--- src/design/zport_pkg.sv ---
// zport package: port map, extended register indices, reset values and the #7FFD view
package zport_pkg;

	// low address byte of each port
	localparam logic [7:0] PORT_FE   = 8'hFE;	// keyboard, tape, beeper
	localparam logic [7:0] PORT_FD   = 8'hFD;	// #7FFD when a15 is low
	localparam logic [7:0] PORT_XT   = 8'hAF;	// extended window #xxAF
	localparam logic [7:0] PORT_KJOY = 8'h1F;	// kempston joystick

	// extended register index, high address byte
	localparam logic [7:0] XT_STAT    = 8'h00;
	localparam logic [7:0] XT_RAMPAGE = 8'h10;	// #10..#13 page group
	localparam logic [7:0] XT_FMADDR  = 8'h15;
	localparam logic [7:0] XT_SYSCONF = 8'h20;
	localparam logic [7:0] XT_MEMCONF = 8'h21;
	localparam logic [7:0] XT_IM2VECT = 8'h25;
	localparam logic [7:0] XT_INTMASK = 8'h2A;

	// im2 source codes, data bits 6:4 of a #25 write
	localparam logic [2:0] INT_FRM = 3'b000;
	localparam logic [2:0] INT_LIN = 3'b001;
	localparam logic [2:0] INT_DMA = 3'b010;

	localparam logic [7:0]  SYSCONF_RST = 8'h01;	// turbo 7 MHz
	localparam logic [7:0]  MEMCONF_RST = 8'h04;	// rom map off
	localparam logic [7:0]  INTMASK_RST = 8'h01;	// frame int only
	localparam logic [2:0]  IM2V_RST    = 3'b111;
	localparam logic [31:0] RAMPAGE_RST = 32'h00020500;	// {page3, page2, page1, page0}

	// bit positions in a port_sel_t word
	localparam int SEL_FE   = 0;
	localparam int SEL_FD   = 1;
	localparam int SEL_XT   = 2;
	localparam int SEL_KJOY = 3;
	localparam int SEL_HIT  = 4;	// any known port

	typedef logic [4:0] port_sel_t;

	// #7FFD data, as a byte or as paging fields
	typedef union packed {
		logic [7:0] raw;
		struct packed {
			logic [1:0] page_hi;	// 7:6
			logic       ext;		// lock48, or page bit 5 in mode 3
			logic       rom;
			logic       scr;
			logic [2:0] page_lo;
		} f;
	} p7ffd_u;

endpackage

--- src/design/port_decode.sv ---
// port decode stage: registers an I/O request with its port selects
`timescale 1ns/1ns

module port_decode import zport_pkg::*;
(
	input  logic        clk,
	input  logic        rst,

	input  logic        req_valid,
	input  logic [15:0] req_addr,
	input  logic [7:0]  req_data,
	input  logic        req_rnw,
	output logic        req_ready,

	output logic        dec_valid,
	output logic [15:0] dec_addr,
	output logic [7:0]  dec_data,
	output logic        dec_rnw,
	output port_sel_t   dec_sel,
	input  logic        dec_ready
);

	logic [7:0] loa;
	port_sel_t  sel;
	logic       take;

	assign loa = req_addr[7:0];

	// port selects from low byte, a15 splits #7FFD from the AY ports
	always_comb
	begin
		sel = '0;
		sel[SEL_FE]   = (loa == PORT_FE);
		sel[SEL_FD]   = (loa == PORT_FD) && !req_addr[15];
		sel[SEL_XT]   = (loa == PORT_XT);
		sel[SEL_KJOY] = (loa == PORT_KJOY);
		sel[SEL_HIT]  = sel[SEL_FE] | sel[SEL_FD] | sel[SEL_XT] | sel[SEL_KJOY];
	end

	// stage free or draining this cycle
	assign req_ready = !dec_valid || dec_ready;
	assign take = req_valid && req_ready;

	always_ff @(posedge clk)
	begin
		if (rst)
			dec_valid <= 1'b0;
		else if (req_ready)
			dec_valid <= req_valid;
	end

	// payload held while stalled
	always_ff @(posedge clk)
	begin
		if (take)
		begin
			dec_addr <= req_addr;
			dec_data <= req_data;
			dec_rnw  <= req_rnw;
			dec_sel  <= sel;
		end
	end

endmodule

--- src/design/mem_paging.sv ---
// memory paging: RAM page registers, memconf and #7FFD lock handling
`timescale 1ns/1ns

module mem_paging import zport_pkg::*;
(
	input  logic        clk,
	input  logic        rst,

	input  logic        exec_wr,
	input  logic [15:0] dec_addr,
	input  logic [7:0]  dec_data,
	input  port_sel_t   dec_sel,

	input  logic        opfetch,
	input  logic [7:0]  fetch_data,

	output logic [31:0] xt_page,
	output logic [7:0]  memconf,
	output logic [7:0]  page2,
	output logic [7:0]  page3
);

	logic [7:0] rampage [0:3];
	logic       lock48;
	logic       fetch_lock;	// mode 2 lock from last opcode
	logic       mode2;
	logic       mode3;
	logic       lock128;
	logic       xt_wr;
	logic       fd_wr;
	logic [7:0] page3_nxt;
	p7ffd_u     p7;

	assign p7.raw = dec_data;

	assign mode2 = (memconf[7:6] == 2'b10);
	assign mode3 = (memconf[7:6] == 2'b11);
	assign lock128 = mode2 ? fetch_lock : memconf[6];

	assign xt_wr = exec_wr && dec_sel[SEL_XT];
	assign fd_wr = exec_wr && dec_sel[SEL_FD] && !lock48;	// frozen in 48k lock

	// mode 3 gives 1M via bit 5, other modes up to 512k unless locked
	always_comb
	begin
		if (mode3)
			page3_nxt = {2'b00, p7.f.ext, p7.f.page_hi, p7.f.page_lo};
		else
			page3_nxt = {3'b000, lock128 ? 2'b00 : p7.f.page_hi, p7.f.page_lo};
	end

	always_ff @(posedge clk)
	begin
		if (rst)
		begin
			rampage[0] <= RAMPAGE_RST[7:0];
			rampage[1] <= RAMPAGE_RST[15:8];
			rampage[2] <= RAMPAGE_RST[23:16];
			rampage[3] <= RAMPAGE_RST[31:24];
			memconf    <= MEMCONF_RST;
			lock48     <= 1'b0;
		end
		else if (fd_wr)
		begin
			memconf[0] <= p7.f.rom;
			rampage[3] <= page3_nxt;
			if (!mode3)
				lock48 <= p7.f.ext;
		end
		else if (xt_wr)
		begin
			if (dec_addr[15:10] == XT_RAMPAGE[7:2])
				rampage[dec_addr[9:8]] <= dec_data;
			if (dec_addr[15:8] == XT_MEMCONF)
				memconf <= dec_data;
		end
	end

	// snoop of M1 cycles, opcodes #40..#BF unlock
	always_ff @(posedge clk)
	begin
		if (rst)
			fetch_lock <= 1'b0;
		else if (opfetch)
			fetch_lock <= !(fetch_data[7] ^ fetch_data[6]);
	end

	assign xt_page = {rampage[3], rampage[2], rampage[1], rampage[0]};
	assign page2 = rampage[2];
	assign page3 = rampage[3];

endmodule

--- src/design/sys_regs.sv ---
// system registers: sysconf, font address, IM2 vectors, interrupt mask, power-up flag
`timescale 1ns/1ns

module sys_regs import zport_pkg::*;
(
	input  logic        clk,
	input  logic        rst,

	input  logic        exec_wr,
	input  logic        dec_valid,
	input  logic        dec_ready,
	input  logic        dec_rnw,
	input  logic [15:0] dec_addr,
	input  logic [7:0]  dec_data,
	input  port_sel_t   dec_sel,

	output logic [7:0]  sysconf,
	output logic [7:0]  intmask,
	output logic [4:0]  fmaddr,
	output logic [2:0]  im2v_frm,
	output logic [2:0]  im2v_lin,
	output logic [2:0]  im2v_dma,
	output logic        pwr_up
);

	logic [7:0] hoa;
	logic       xt_wr;
	logic       stat_rd;

	assign hoa = dec_addr[15:8];
	assign xt_wr = exec_wr && dec_sel[SEL_XT];

	// status read moving into the response register
	assign stat_rd = dec_valid && dec_ready && dec_rnw && dec_sel[SEL_XT] && (hoa == XT_STAT);

	always_ff @(posedge clk)
	begin
		if (rst)
		begin
			sysconf  <= SYSCONF_RST;
			intmask  <= INTMASK_RST;
			fmaddr   <= 5'd0;	// font remap off
			im2v_frm <= IM2V_RST;
			im2v_lin <= IM2V_RST;
			im2v_dma <= IM2V_RST;
		end
		else if (xt_wr)
		begin
			if (hoa == XT_SYSCONF)
				sysconf <= dec_data;
			if (hoa == XT_INTMASK)
				intmask <= dec_data;
			if (hoa == XT_FMADDR)
				fmaddr <= dec_data[4:0];
			// one vector per write, source in 6:4
			if (hoa == XT_IM2VECT)
			begin
				if (dec_data[6:4] == INT_FRM)
					im2v_frm <= dec_data[3:1];
				if (dec_data[6:4] == INT_LIN)
					im2v_lin <= dec_data[3:1];
				if (dec_data[6:4] == INT_DMA)
					im2v_dma <= dec_data[3:1];
			end
		end
	end

	always_ff @(posedge clk)
	begin
		if (rst)
			pwr_up <= 1'b1;
		else if (stat_rd)
			pwr_up <= 1'b0;	// first status read still sees 1
	end

endmodule

--- src/design/port_respond.sv ---
// response stage: executes a decoded request and holds the response until taken
`timescale 1ns/1ns

module port_respond import zport_pkg::*;
(
	input  logic        clk,
	input  logic        rst,

	input  logic        dec_valid,
	input  logic [15:0] dec_addr,
	input  logic [7:0]  dec_data,
	input  logic        dec_rnw,
	input  port_sel_t   dec_sel,
	output logic        dec_ready,
	output logic        exec_wr,

	input  logic [4:0]  keys_in,
	input  logic        tape_in,
	input  logic [4:0]  kj_in,
	input  logic        pwr_up,
	input  logic [7:0]  page2,
	input  logic [7:0]  page3,

	output logic        rsp_valid,
	output logic [7:0]  rsp_data,
	output logic        rsp_hit,
	input  logic        rsp_ready
);

	logic       load;
	logic [7:0] rd_data;

	assign dec_ready = !rsp_valid || rsp_ready;
	assign load = dec_valid && dec_ready;
	assign exec_wr = load && !dec_rnw;	// register blocks update on this edge

	always_comb
	begin
		rd_data = 8'hFF;
		if (dec_sel[SEL_FE])
			rd_data = {1'b1, tape_in, 1'b0, keys_in};
		else if (dec_sel[SEL_KJOY])
			rd_data = {3'b000, kj_in};
		else if (dec_sel[SEL_XT])
		begin
			case (dec_addr[15:8])
				XT_STAT:            rd_data = {1'b0, pwr_up, 6'b000000};
				XT_RAMPAGE + 8'd2:  rd_data = page2;
				XT_RAMPAGE + 8'd3:  rd_data = page3;
				default:            rd_data = 8'hFF;
			endcase
		end
	end

	always_ff @(posedge clk)
	begin
		if (rst)
			rsp_valid <= 1'b0;
		else if (dec_ready)
			rsp_valid <= dec_valid;
	end

	always_ff @(posedge clk)
	begin
		if (load)
		begin
			rsp_data <= dec_rnw ? rd_data : 8'hFF;	// writes answered with bus idle value
			rsp_hit  <= dec_sel[SEL_HIT];
		end
	end

endmodule

--- src/design/zport_top.sv ---
// zport top: request decode, register blocks and response stage of the Z80 I/O ports
`timescale 1ns/1ns

module zport_top import zport_pkg::*;
(
	input  logic        clk,
	input  logic        rst,

	input  logic        req_valid,
	input  logic [15:0] req_addr,
	input  logic [7:0]  req_data,
	input  logic        req_rnw,
	output logic        req_ready,

	output logic        rsp_valid,
	output logic [7:0]  rsp_data,
	output logic        rsp_hit,
	input  logic        rsp_ready,

	input  logic        opfetch,
	input  logic [7:0]  fetch_data,
	input  logic [4:0]  keys_in,
	input  logic        tape_in,
	input  logic [4:0]  kj_in,

	output logic [31:0] xt_page,
	output logic [7:0]  memconf,
	output logic [7:0]  sysconf,
	output logic [7:0]  intmask,
	output logic [4:0]  fmaddr,
	output logic [2:0]  im2v_frm,
	output logic [2:0]  im2v_lin,
	output logic [2:0]  im2v_dma
);

	logic        dec_valid;
	logic [15:0] dec_addr;
	logic [7:0]  dec_data;
	logic        dec_rnw;
	port_sel_t   dec_sel;
	logic        dec_ready;
	logic        exec_wr;
	logic        pwr_up;
	logic [7:0]  page2;
	logic [7:0]  page3;

	port_decode u_decode (
		.clk       (clk),
		.rst       (rst),
		.req_valid (req_valid),
		.req_addr  (req_addr),
		.req_data  (req_data),
		.req_rnw   (req_rnw),
		.req_ready (req_ready),
		.dec_valid (dec_valid),
		.dec_addr  (dec_addr),
		.dec_data  (dec_data),
		.dec_rnw   (dec_rnw),
		.dec_sel   (dec_sel),
		.dec_ready (dec_ready)
	);

	mem_paging u_paging (
		.clk        (clk),
		.rst        (rst),
		.exec_wr    (exec_wr),
		.dec_addr   (dec_addr),
		.dec_data   (dec_data),
		.dec_sel    (dec_sel),
		.opfetch    (opfetch),
		.fetch_data (fetch_data),
		.xt_page    (xt_page),
		.memconf    (memconf),
		.page2      (page2),
		.page3      (page3)
	);

	sys_regs u_sys (
		.clk       (clk),
		.rst       (rst),
		.exec_wr   (exec_wr),
		.dec_valid (dec_valid),
		.dec_ready (dec_ready),
		.dec_rnw   (dec_rnw),
		.dec_addr  (dec_addr),
		.dec_data  (dec_data),
		.dec_sel   (dec_sel),
		.sysconf   (sysconf),
		.intmask   (intmask),
		.fmaddr    (fmaddr),
		.im2v_frm  (im2v_frm),
		.im2v_lin  (im2v_lin),
		.im2v_dma  (im2v_dma),
		.pwr_up    (pwr_up)
	);

	port_respond u_respond (
		.clk       (clk),
		.rst       (rst),
		.dec_valid (dec_valid),
		.dec_addr  (dec_addr),
		.dec_data  (dec_data),
		.dec_rnw   (dec_rnw),
		.dec_sel   (dec_sel),
		.dec_ready (dec_ready),
		.exec_wr   (exec_wr),
		.keys_in   (keys_in),
		.tape_in   (tape_in),
		.kj_in     (kj_in),
		.pwr_up    (pwr_up),
		.page2     (page2),
		.page3     (page3),
		.rsp_valid (rsp_valid),
		.rsp_data  (rsp_data),
		.rsp_hit   (rsp_hit),
		.rsp_ready (rsp_ready)
	);

endmodule

--- config.mk ---
export PLATFORM = sky130hd
export DESIGN_NAME = zport_top
export DESIGN_NICKNAME = d
export VERILOG_FILES = /design/src/design/zport_pkg.sv /design/src/design/port_decode.sv /design/src/design/mem_paging.sv /design/src/design/sys_regs.sv /design/src/design/port_respond.sv /design/src/design/zport_top.sv
export SDC_FILE = /design/constraint.sdc
export NUM_CORES = 1
export LEC_CHECK = 0
export ABC_AREA = 1
export BUFFER_PORTS_ARGS = -buffer_cell sky130_fd_sc_hd__buf_2
export CAP_MARGIN = 15
export CORE_AREA = 2 2 81 161
export CTS_BUF_LIST = sky130_fd_sc_hd__clkbuf_8
export DETAILED_ROUTE_END_ITERATION = 10
export DIE_AREA = 0 0 83 163
export SLEW_MARGIN = 20
export SYNTH_ARGS = -nofsm -noshare
export SYNTH_HDL_FRONTEND = slang
export SYNTH_SLANG_ARGS = --single-unit
export TNS_END_PERCENT = 10
--- constraint.sdc ---
create_clock -name clk -period 2 [get_ports clk]
set_input_delay 0.2 -clock clk [delete_from_list [all_inputs] [get_ports clk]]
set_output_delay 0.2 -clock clk [all_outputs]
set_load 0.02 [all_outputs]
-- After elaboration in Yosys (flattened, before gate mapping)
Memories as Yosys holds them, arrays and structs flattened.
Index checks and enable logic that the tools add are counted.
- equality and inequality tests: 16
- mux-type cells: 24
- bitwise gates (word level): 8
- reductions and logical operators: 33
- operators with widths (cell ; count):
    $eq 8x5->1 const B ; 4
    $eq 8x6->1 const B ; 4
    $mux 8 ; 4
    $eq 8x8->1 const B ; 3
    $pmux 8 s3 ; 1
    $mux 1 ; 15
    $reduce_and 3->1 ; 4
    $logic_and 1x1->1 ; 10
    $reduce_and 2->1 ; 5
    $logic_not 8->1 ; 1
    $reduce_or 8->1 ; 1
    $mux 7 ; 1
    $eq 6x3->1 const B ; 1
    $logic_not 1->1 ; 6
    $mux 6 ; 1
    $eq 2x2->1 const B ; 2
    $mux 2 ; 2
    $or 1x1->1 ; 4
    $reduce_bool 2->1 ; 2
    $eq 3x1->1 const B ; 1
    $eq 3x2->1 const B ; 1
    $logic_not 3->1 ; 1
    $not 1->1 ; 3
    $logic_or 1x1->1 ; 2
    other kinds (2) ; 2
- register bits after elaboration: 82
- RAM bits: 32
- input bits: 49
- output and inout bits: 81
- logic and storage cells: 102
- memories kept: 1
- memory list (memory ; depth ; width ; read ports ; clocked after Yosys merged registers in ; wr ports ; RTL line ; text):
    u_paging.rampage ; 4 ; 8 ; 4 ; 0 ; 4 ; mem_paging.sv:23 ; logic [7:0] rampage [0:3];

-- Logic depth before layout (Yosys ltp)
Gate-level depths: netlist (run 1).
- depth after elaboration: 11
- gate-level depth with buffers: 10
- depth with buffers taken out: 9

-- Cells and area by module
Synthesis (run 1) repeated with hierarchy kept, for this count alone.
- cell total of the unflattened synthesis: 567
- area total of the unflattened synthesis: 5154.9 um^2
- by module, submodules not included (module ; times used ; cells each ; area an instance (um^2) ; seq. area each (um^2)):
    mem_paging ; 1 ; 199 ; 1940.6 ; 1161.1
    sys_regs ; 1 ; 194 ; 1425.1 ; 620.6
    port_decode ; 1 ; 65 ; 1059.8 ; 920.9
    port_respond ; 1 ; 109 ; 729.4 ; 290.3

-- Least setup slack after synthesis (run 1)
Ideal clock, no wire load.
- kind: flip-flop to flip-flop
- start: register u_decode.dec_rnw
- end: memory u_paging.rampage[3][0], enable pin
- setup time: 374 ps
- arrival time: 1590 ps
- required time: 1626 ps
- path slack: 36 ps
- stages on the path, launching flop included: 9
- path buffers: 1
- clock period less this slack: 1964 ps
- cells stage by stage: edfxtp_1 > inv_2 > buf_6 > nand4_4 > nor2_4 > nand2_2 > nor2_8 > inv_2 > o21ai_1
- RTL lines (element ; RTL line ; text):
    from (decl) ; port_decode.sv:18 ; output logic dec_rnw,
    from (signal assigned) ; port_decode.sv:59 ; dec_rnw <= req_rnw;
    to (decl) ; mem_paging.sv:23 ;

==> results of run 1 <==
==> cell usage after synthesis (2+ instances only) <==
library cell | n | area, µm²
sky130_fd_sc_hd__buf_2 | 2 | 10.0
sky130_fd_sc_hd__o21ai_1 | 2 | 10.0
sky130_fd_sc_hd__o211ai_1 | 6 | 45.0
sky130_fd_sc_hd__dfxtp_1 | 43 | 861
sky130_fd_sc_hd__nor2_1 | 75 | 282
sky130_fd_sc_hd__nand2_1 | 93 | 349
sky130_fd_sc_hd__nor3_1 | 6 | 30.0
sky130_fd_sc_hd__nand2_2 | 6 | 37.5
sky130_fd_sc_hd__nand4_4 | 2 | 42.5
sky130_fd_sc_hd__nand3_2 | 2 | 20.0
sky130_fd_sc_hd__a21oi_1 | 32 | 160
sky130_fd_sc_hd__nor2_4 | 3 | 33.8
sky130_fd_sc_hd__clkbuf_1 | 5 | 18.8
sky130_fd_sc_hd__nor2_2 | 2 | 12.5
sky130_fd_sc_hd__nand3_1 | 49 | 245
sky130_fd_sc_hd__o21ai_0 | 20 | 100
sky130_fd_sc_hd__nand4_1 | 5 | 31.3
sky130_fd_sc_hd__edfxtp_1 | 63 | 1890
sky130_fd_sc_hd__inv_1 | 38 | 143
sky130_fd_sc_hd__inv_2 | 5 | 18.8
sky130_fd_sc_hd__buf_6 | 2 | 22.5
==> metrics by stage <==
step	utilization	total power (W)	hold WS, ps
after floorplan	-	0.00262	269
after global placement	0.426	0.00276	377
after detailed placement	0.426	0.00276	378
after CTS	0.452	0.00402	5.55
after global routing	0.453	0.00415	8.69
final	0.453	0.00399	27.8
==> cell families after synthesis <==
logic type / Yosys count / share of synthesized area
DFF: 106 / 0.618
AOI/OAI and AO/OA: 64 / 0.0798
and+or+nand+nor: 245 / 0.249
xor gates and xnor gates: 1 / 0.00197
buffers and inverters: 54 / 0.0503
==> per-layer routing <==
metal / vias up / track usage / wire length [µm]
met5: - / 0 / 0
met4: 0 / 0.0768 / 314
met3: 21 / 0.0395 / 713
met2: 133 / 0.273 / 5240
met1: 1666 / 0.208 / 4690
li1: 1882 / - / -
==> state kept, by name, summed over array words and instances (netlist names) <==
register / cells
u_paging.fetch_lock: 1
u_sys.pwr_up: 1
u_sys.fmaddr: 5
u_respond.rsp_hit: 1
u_paging.memconf: 8
u_sys.im2v_frm: 3
u_sys.intmask: 8
u_decode.dec_valid: 1
u_sys.sysconf: 8
u_respond.rsp_valid: 1
u_decode.dec_addr: 8
u_decode.dec_rnw: 1
u_decode.dec_data: 8
u_sys.im2v_lin: 3
u_paging.lock48: 1
u_sys.im2v_dma: 3
u_respond.rsp_data: 8
u_decode.dec_sel: 5
u_paging.rampage: 32
==> worst max path at each step <==
| stage | start | end | slack [ps] | cells past startpoint |
|---|---|---|---|---|
| after floorplan | u_decode.dec_rnw$_DFFE_PP_ | u_paging.rampage[3][0]$_DFFE_PP_ | 40 | 8 |
| after global placement | u_decode.dec_addr[11]$_DFFE_PP_ | u_paging.rampage[1][7]$_SDFFCE_PN0P_ | 100 | 7 |
| after detailed placement | u_decode.dec_addr[11]$_DFFE_PP_ | u_paging.rampage[1][7]$_SDFFCE_PN0P_ | 40 | 7 |
| after CTS | u_decode.dec_addr[11]$_DFFE_PP_ | u_paging.rampage[1][7]$_SDFFCE_PN0P_ | 30 | 7 |
| after global routing | u_decode.dec_addr[11]$_DFFE_PP_ | u_paging.rampage[3][5]$_DFFE_PP_ | 10 | 8 |
| final | u_decode.dec_addr[11]$_DFFE_PP_ | u_paging.rampage[3][3]$_DFFE_PP_ | 150 | 8 |
==> what timing repair did <==
item | 4_1_cts | 5_1_grt
endpoints found under the setup margin | 0 | 32
hold buffers | 14 | 0
endpoints found under the hold margin | 14 | 0
setup buffers | 0 | 0
gates resized for setup | 0 | 4
==> report_power, final <==
group | total (W) | leakage, nW | internal (W) | switching (W)
registers | 0.00242 | 0.965 | 0.00237 | 0.0000466
logic | 0.000316 | 1.42 | 0.000115 | 0.000201
clock network | 0.00125 | 0.102 | 0.000559 | 0.000694
==> worst max-delay path: stages, from the launching register on <==
cell                       delay, ps
sky130_fd_sc_hd__edfxtp_1        450
sky130_fd_sc_hd__nor2_2          190
sky130_fd_sc_hd__nand3_2         150
sky130_fd_sc_hd__nor2_4          160
sky130_fd_sc_hd__nand2_2         100
sky130_fd_sc_hd__nor2_8          140
sky130_fd_sc_hd__inv_2            80
sky130_fd_sc_hd__o21ai_1         110
sky130_fd_sc_hd__buf_4           190
==> final cells by class <==
cell class,instances,area share
well taps,150,0.0334
flip-flops and latches,106,0.489
repair buffers,150,0.152
inverters,44,0.0294
multi-input cells,310,0.264
clock buffers,9,0.0220
clock inverters,7,0.00979
==> summary.txt, run 1 <==
==================================================================================================
Outcome                                                                               finished, final reports clean
Die footprint                                                                           0.0135 mm²
FP Rows                                                                                         58
Chip Height                                                                                 163 µm
Layout overhead on the synthesized area                                                      26.4%
Initial antenna violation count                                                                  0
Num CTS Buffers                                                                                  9
Placer's final routability congestion estimate                                               0.832
Cell Count, Final, Fillers Out                                                                 776
Signal arrival time at the worst endpoint                                                  1930 ps
Number of remaining DRC errors                                                                   0
Final hold viol count                                                                            0
Remaining global-route overflow                                                                  0
Proportion of layout cells with a drive suffix above 1                                       0.276
Worst hold endpoint                                                                   u_decode.dec_addr[9]$_DFFE_PP_
Yosys synthesis warning count                                                                    0
Fraction of the cycle the final worst path needs                                             0.925
MaxCap Viol Count                                                                                0
Drt pass-1 iters                                                                                 4
Maximum clock rate                                                                       0.540 GHz
Worst Min Path Start                                                                   req_addr[9]
Flip-flop cell with the highest count after synthesis                                 sky130_fd_sc_hd__edfxtp_1
Min-Delay Path Class                                                                     in -> reg
Average footprint of a synthesized cell                                                   9.47 µm²
Number of cells on the worst reg-to-reg path                                                     8
Number of ports placed on the die boundary                                                     130
Post-synth design cell area                                                            0.00445 mm²
Total negative slack                                                                          0 ps
Core region area                                                                        0.0124 mm²
Biggest fanout along the worst timing path                                                       8
Distinct cell type count of the synthesized netlist                                             30
Data required time at the worst endpoint                                                   2080 ps
Via density                                                                                   4.77
Mapped Nets                                                                                    519
Count of antenna diodes in the layout                                                            0
LEAKAGE                                                                                    2.49 nW
R2r setup slk                                                                               150 ps
Number of filler cells placed in the layout                                                   1223
Clock tree from TritonCTS                                                                    built
Final setup violation count                                                                      0
Gate count after technology mapping                                                            470
Final standard cell area without fillers                                               0.00562 mm²
Fin worst setup slack                                                                       149 ps
Maximum number of pins on one net before global-route repair                                    32
Post-DRT Antenna Nets                                                                            0
Worst Setup Slack post-DPL                                                                 35.5 ps
Average wire length per cell after detail routing                                          14.1 µm
Initial cell density of the core                                                             0.359
Class of the most critical setup path                                                   reg -> reg
Number of levels the H-tree was split into                                                       3
Area of the multi-input gates                                                          0.00149 mm²
Synth Register Bits                                                                            106
Unrepaired setup endpoints after global routing                                                 no
Cell depth of the worst hold path                                                                1
Power density over the cells                                                            709 mW/mm²
CTS sink cnt                                                                                   106
Worst reg2reg endpoint                                                                u_paging.rampage[3][3]$_DFFE_PP_
Reg-to-reg critical path startpoint                                                   u_decode.dec_addr[11]$_DFFE_PP_
Flip-flop and latch area                                                               0.00275 mm²
Startpoint kind of the worst setup timing path                                           flip-flop
Via count                                                                                     3702
Clock transition time at the flip-flop clock pins of the worst setup and hold paths          90 ps
Slew Limit Headroom                                                                          0.703
Number of global-route vias before repair                                                     3574
Root buf cell                                                                         sky130_fd_sc_hd__clkbuf_8
Seq/Total Area, Yosys                                                                        0.618
Share of flip-flops with an asynchronous set or reset                                            0
Most common library cell in the layout ignoring fill and taps                         sky130_fd_sc_hd__buf_2
Highest-count cells in the layout ignoring fill and taps                              sky130_fd_sc_hd__buf_2 (123), sky130_fd_sc_hd__nand2_1 (90), sky130_fd_sc_hd__nor2_1 (75), sky130_fd_sc_hd__edfxtp_1 (63), sky130_fd_sc_hd__nand3_1 (48)
Port bufs                                                                                      123
Max Transition Viols Final                                                                       0
Longest Clk Path Bufs                                                                            2
EDFF count, synth                                                                               63
Total wire length                                                                         11000 µm
Final critical-path required period                                                        1850 ps
Final Net Count                                                                                670
Placed Cells                                                                                   746
Endpoint type of the worst setup path                                                    flip-flop
Clk_lat worst skew                                                                          370 ps
First-pass GRT wire length                                                                17800 µm
Placed wire-length estimate                                                                8230 µm
Worst vdd rail ir drop                                                                    0.441 mV
Die X-Extent                                                                                 83 µm
GRT Overall Usage                                                                            0.167
Initial DRC Count                                                                              231
Clock Skew                                                                                 16.6 ps
Transition time of the tightest slew-check pin                                              446 ps
Placed standard-cell area                                                              0.00529 mm²
==================================================================================================
No activity file was read; power rests on OpenSTA's default activity.
==> run 2, diff against run 1 <==
- PLACE_DENSITY: default -> 0.61
==> run 2 against run 1 <==
Global-route usage is 0.38 points lower; flip-flop and latch count is the same; routed wire length decreased by 0.56%; first-iteration DRC count rose by 25%; worst setup slack improved by 14 ps; die area did not move; non-clock buffer count is 4 higher; maximum frequency is 0.75% higher; combinational power increased by 2%; cell area grew 0.87%.
==> summary.txt, run 2 (synthesized netlist as in run 1, its figures left out) <==
==================================================================================================
Largest Register                                                                      u_paging.rampage
Layout overhead on the synthesized area                                                      27.5%
GRT Overall Usage                                                                            0.163
Design internal power                                                                    0.00305 W
Placer's final routability congestion estimate                                               0.859
Number of levels the H-tree was split into                                                       3
Most utilized layer in the global route result                                                met2
Placed wire-length estimate                                                                8280 µm
Switch share                                                                                 0.235
LEAKAGE                                                                                    2.49 nW
Min-Delay Path Class                                                                     in -> reg
Worst vdd rail ir drop                                                                    0.478 mV
Outcome                                                                               finished, final reports clean
First-pass GRT wire length                                                                17400 µm
Unrepaired setup endpoints after global routing                                                 no
Final setup violation count                                                                      0
Transition time of the tightest slew-check pin                                              545 ps
Remaining global-route overflow                                                                  0
Startpoint kind of the worst setup timing path                                           flip-flop
Crit-path slowest cell                                                                sky130_fd_sc_hd__edfxtp_1
FP Rows                                                                                         58
Fraction of the cycle the final worst path needs                                             0.918
Drt pass-1 iters                                                                                 4
Longest Clk Path Bufs                                                                            2
Port bufs                                                                                      123
Final critical-path required period                                                        1840 ps
Global-route met1 utilization                                                                0.206
Clock Skew                                                                                 10.5 ps
Via count                                                                                     3724
GR Util met2                                                                                 0.266
Die X-Extent                                                                                 83 µm
Via density                                                                                   4.77
Worst path cell trace                                                                 nor2_4 > nand3_2 > nor2_4 > nand2_2 > nor2_8 > inv_2 > o21ai_1 > buf_4
Core region area                                                                        0.0124 mm²
Post-DRT Antenna Nets                                                                            0
Total wire length                                                                         10900 µm
Number of global-route vias before repair                                                     3484
Slew Limit Headroom                                                                          0.635
Total net switching power                                                               0.000937 W
Maximum clock rate                                                                       0.544 GHz
Final Net Count                                                                                674
Buf+Inv Stages, Crit Path                                                                        2
Root buf cell                                                                         sky130_fd_sc_hd__clkbuf_8
Data required time at the worst endpoint                                                   2080 ps
Initial DRC Count                                                                              289
Proportion of power drawn by flip-flops and latches                                          0.606
Initial cell density of the core                                                             0.359
Clock tree from TritonCTS                                                                    built
Most common library cell in the layout ignoring fill and taps                         sky130_fd_sc_hd__buf_2
CTS sink cnt                                                                                   106
Clk_lat worst skew                                                                          370 ps
Number of ports placed on the die boundary                                                     130
Placed Cells                                                                                   748
Count of antenna diodes in the layout                                                            0
Final hold viol count                                                                            0
Proportion of layout cells with a drive suffix above 1                                       0.281
Met3 Track Usage GR                                                                         0.0451
Highest-count cells in the layout ignoring fill and taps                              sky130_fd_sc_hd__buf_2 (123), sky130_fd_sc_hd__nand2_1 (90), sky130_fd_sc_hd__nor2_1 (74), sky130_fd_sc_hd__edfxtp_1 (63), sky130_fd_sc_hd__nand3_1 (48)
Post-CTS setup buffer count                                                                      0
Number of remaining DRC errors                                                                   0
Signal arrival time at the worst endpoint                                                  1920 ps
Total negative slack                                                                          0 ps
Class of the most critical setup path                                                   reg -> reg
Average wire length per cell after detail routing                                          14.0 µm
Initial antenna violation count                                                                  0
Power density over the cells                                                            704 mW/mm²
Max Transition Viols Final                                                                       0
Cell Count, Final, Fillers Out                                                                 780
Clock transition time at the flip-flop clock pins of the worst setup and hold paths          90 ps
Maximum number of pins on one net before global-route repair                                    23
Endpoint type of the worst setup path                                                    flip-flop
Clock share of power                                                                         0.313
MaxCap Viol Count                                                                                0
CP max stage delay                                                                          470 ps
Combinational share of power                                                                 0.081
Num CTS Buffers                                                                                  9
Biggest fanout along the worst timing path                                                       8
Die footprint                                                                           0.0135 mm²
Flip-flop count of the largest register, all copies and words added                             32
Chip Height                                                                                 163 µm
Most prevalent standard cell on the critical path                                     sky130_fd_sc_hd__nor2_4
Dominant delay contributor by cell family on the critical path                        simple AND/OR/NAND/NOR gates
==================================================================================================
## run 2: worst paths after layout
check                                                startpoint                          endpoint  slack, ps  cells after the start
worst max-delay path            u_decode.dec_addr[11]$_DFFE_PP_  u_paging.rampage[3][3]$_DFFE_PP_        160                      8
worst min-delay path                                req_addr[9]    u_decode.dec_addr[9]$_DFFE_PP_         30                      1
worst max register to register  u_decode.dec_addr[11]$_DFFE_PP_  u_paging.rampage[3][3]$_DFFE_PP_        160                      8
worst min register to register    u_decode.dec_sel[4]$_DFFE_PP_       u_respond.rsp_hit$_DFFE_PN_        430                      0
## run 2: cell type report
cell class / instances / area [µm²]
Tap cell: 150 / 188
Sequential cell: 106 / 2750
Inverter: 44 / 165
Multi-Input combinational cell: 310 / 1490
Clock inverter: 7 / 61.3
Timing Repair Buffer: 154 / 888
Fill cell: 1207 / 6740
Clock buffer: 9 / 124
## run 2: metal layers
metal  up-vias  wire, µm  part of all wire
li1       1889         -                 -
met1      1680      4640              0.43
met2       141      5400              0.50
met3        14       642             0.059
met4         0       214             0.020
met5         -         0                 0
## run 2: power groups by stage
| stage | registers [W] | logic, W | clock network, W |
|---|---|---|---|
| after floorplan | 0.00249 | 0.000129 | 0 |
| final | 0.00242 | 0.000323 | 0.00125 |
| after global routing | 0.00243 | 0.000358 | 0.00138 |
| after detailed placement | 0.00247 | 0.000300 | 0 |
| after CTS | 0.00242 | 0.000323 | 0.00129 |
| after global placement | 0.00247 | 0.000297 | 0 |
## run 2: what timing repair did
action / 4_1_cts / 5_1_grt
hold buffers: 15 / 1
setup endpoints to repair: 0 / 34
resized for setup: 0 / 6
endpoints found under the hold margin: 15 / 1
## run 2: through the flow
| step | util | hold WS, ps | total power, W | worst slack, ps | instance area, µm² |
|---|---|---|---|---|---|
| floorplan | - | 269 | 0.00262 | 35.8 | 4450 |
| global placement | 0.428 | 376 | 0.00276 | 112 | 5310 |
| detailed placement | 0.428 | 378 | 0.00277 | 64.8 | 5310 |
| CTS | 0.455 | 2.56 | 0.00403 | 60.5 | 5640 |
| global route | 0.457 | 0.688 | 0.00417 | 15.1 | 5670 |
| finish | 0.457 | 33.7 | 0.00399 | 163 | 5670 |
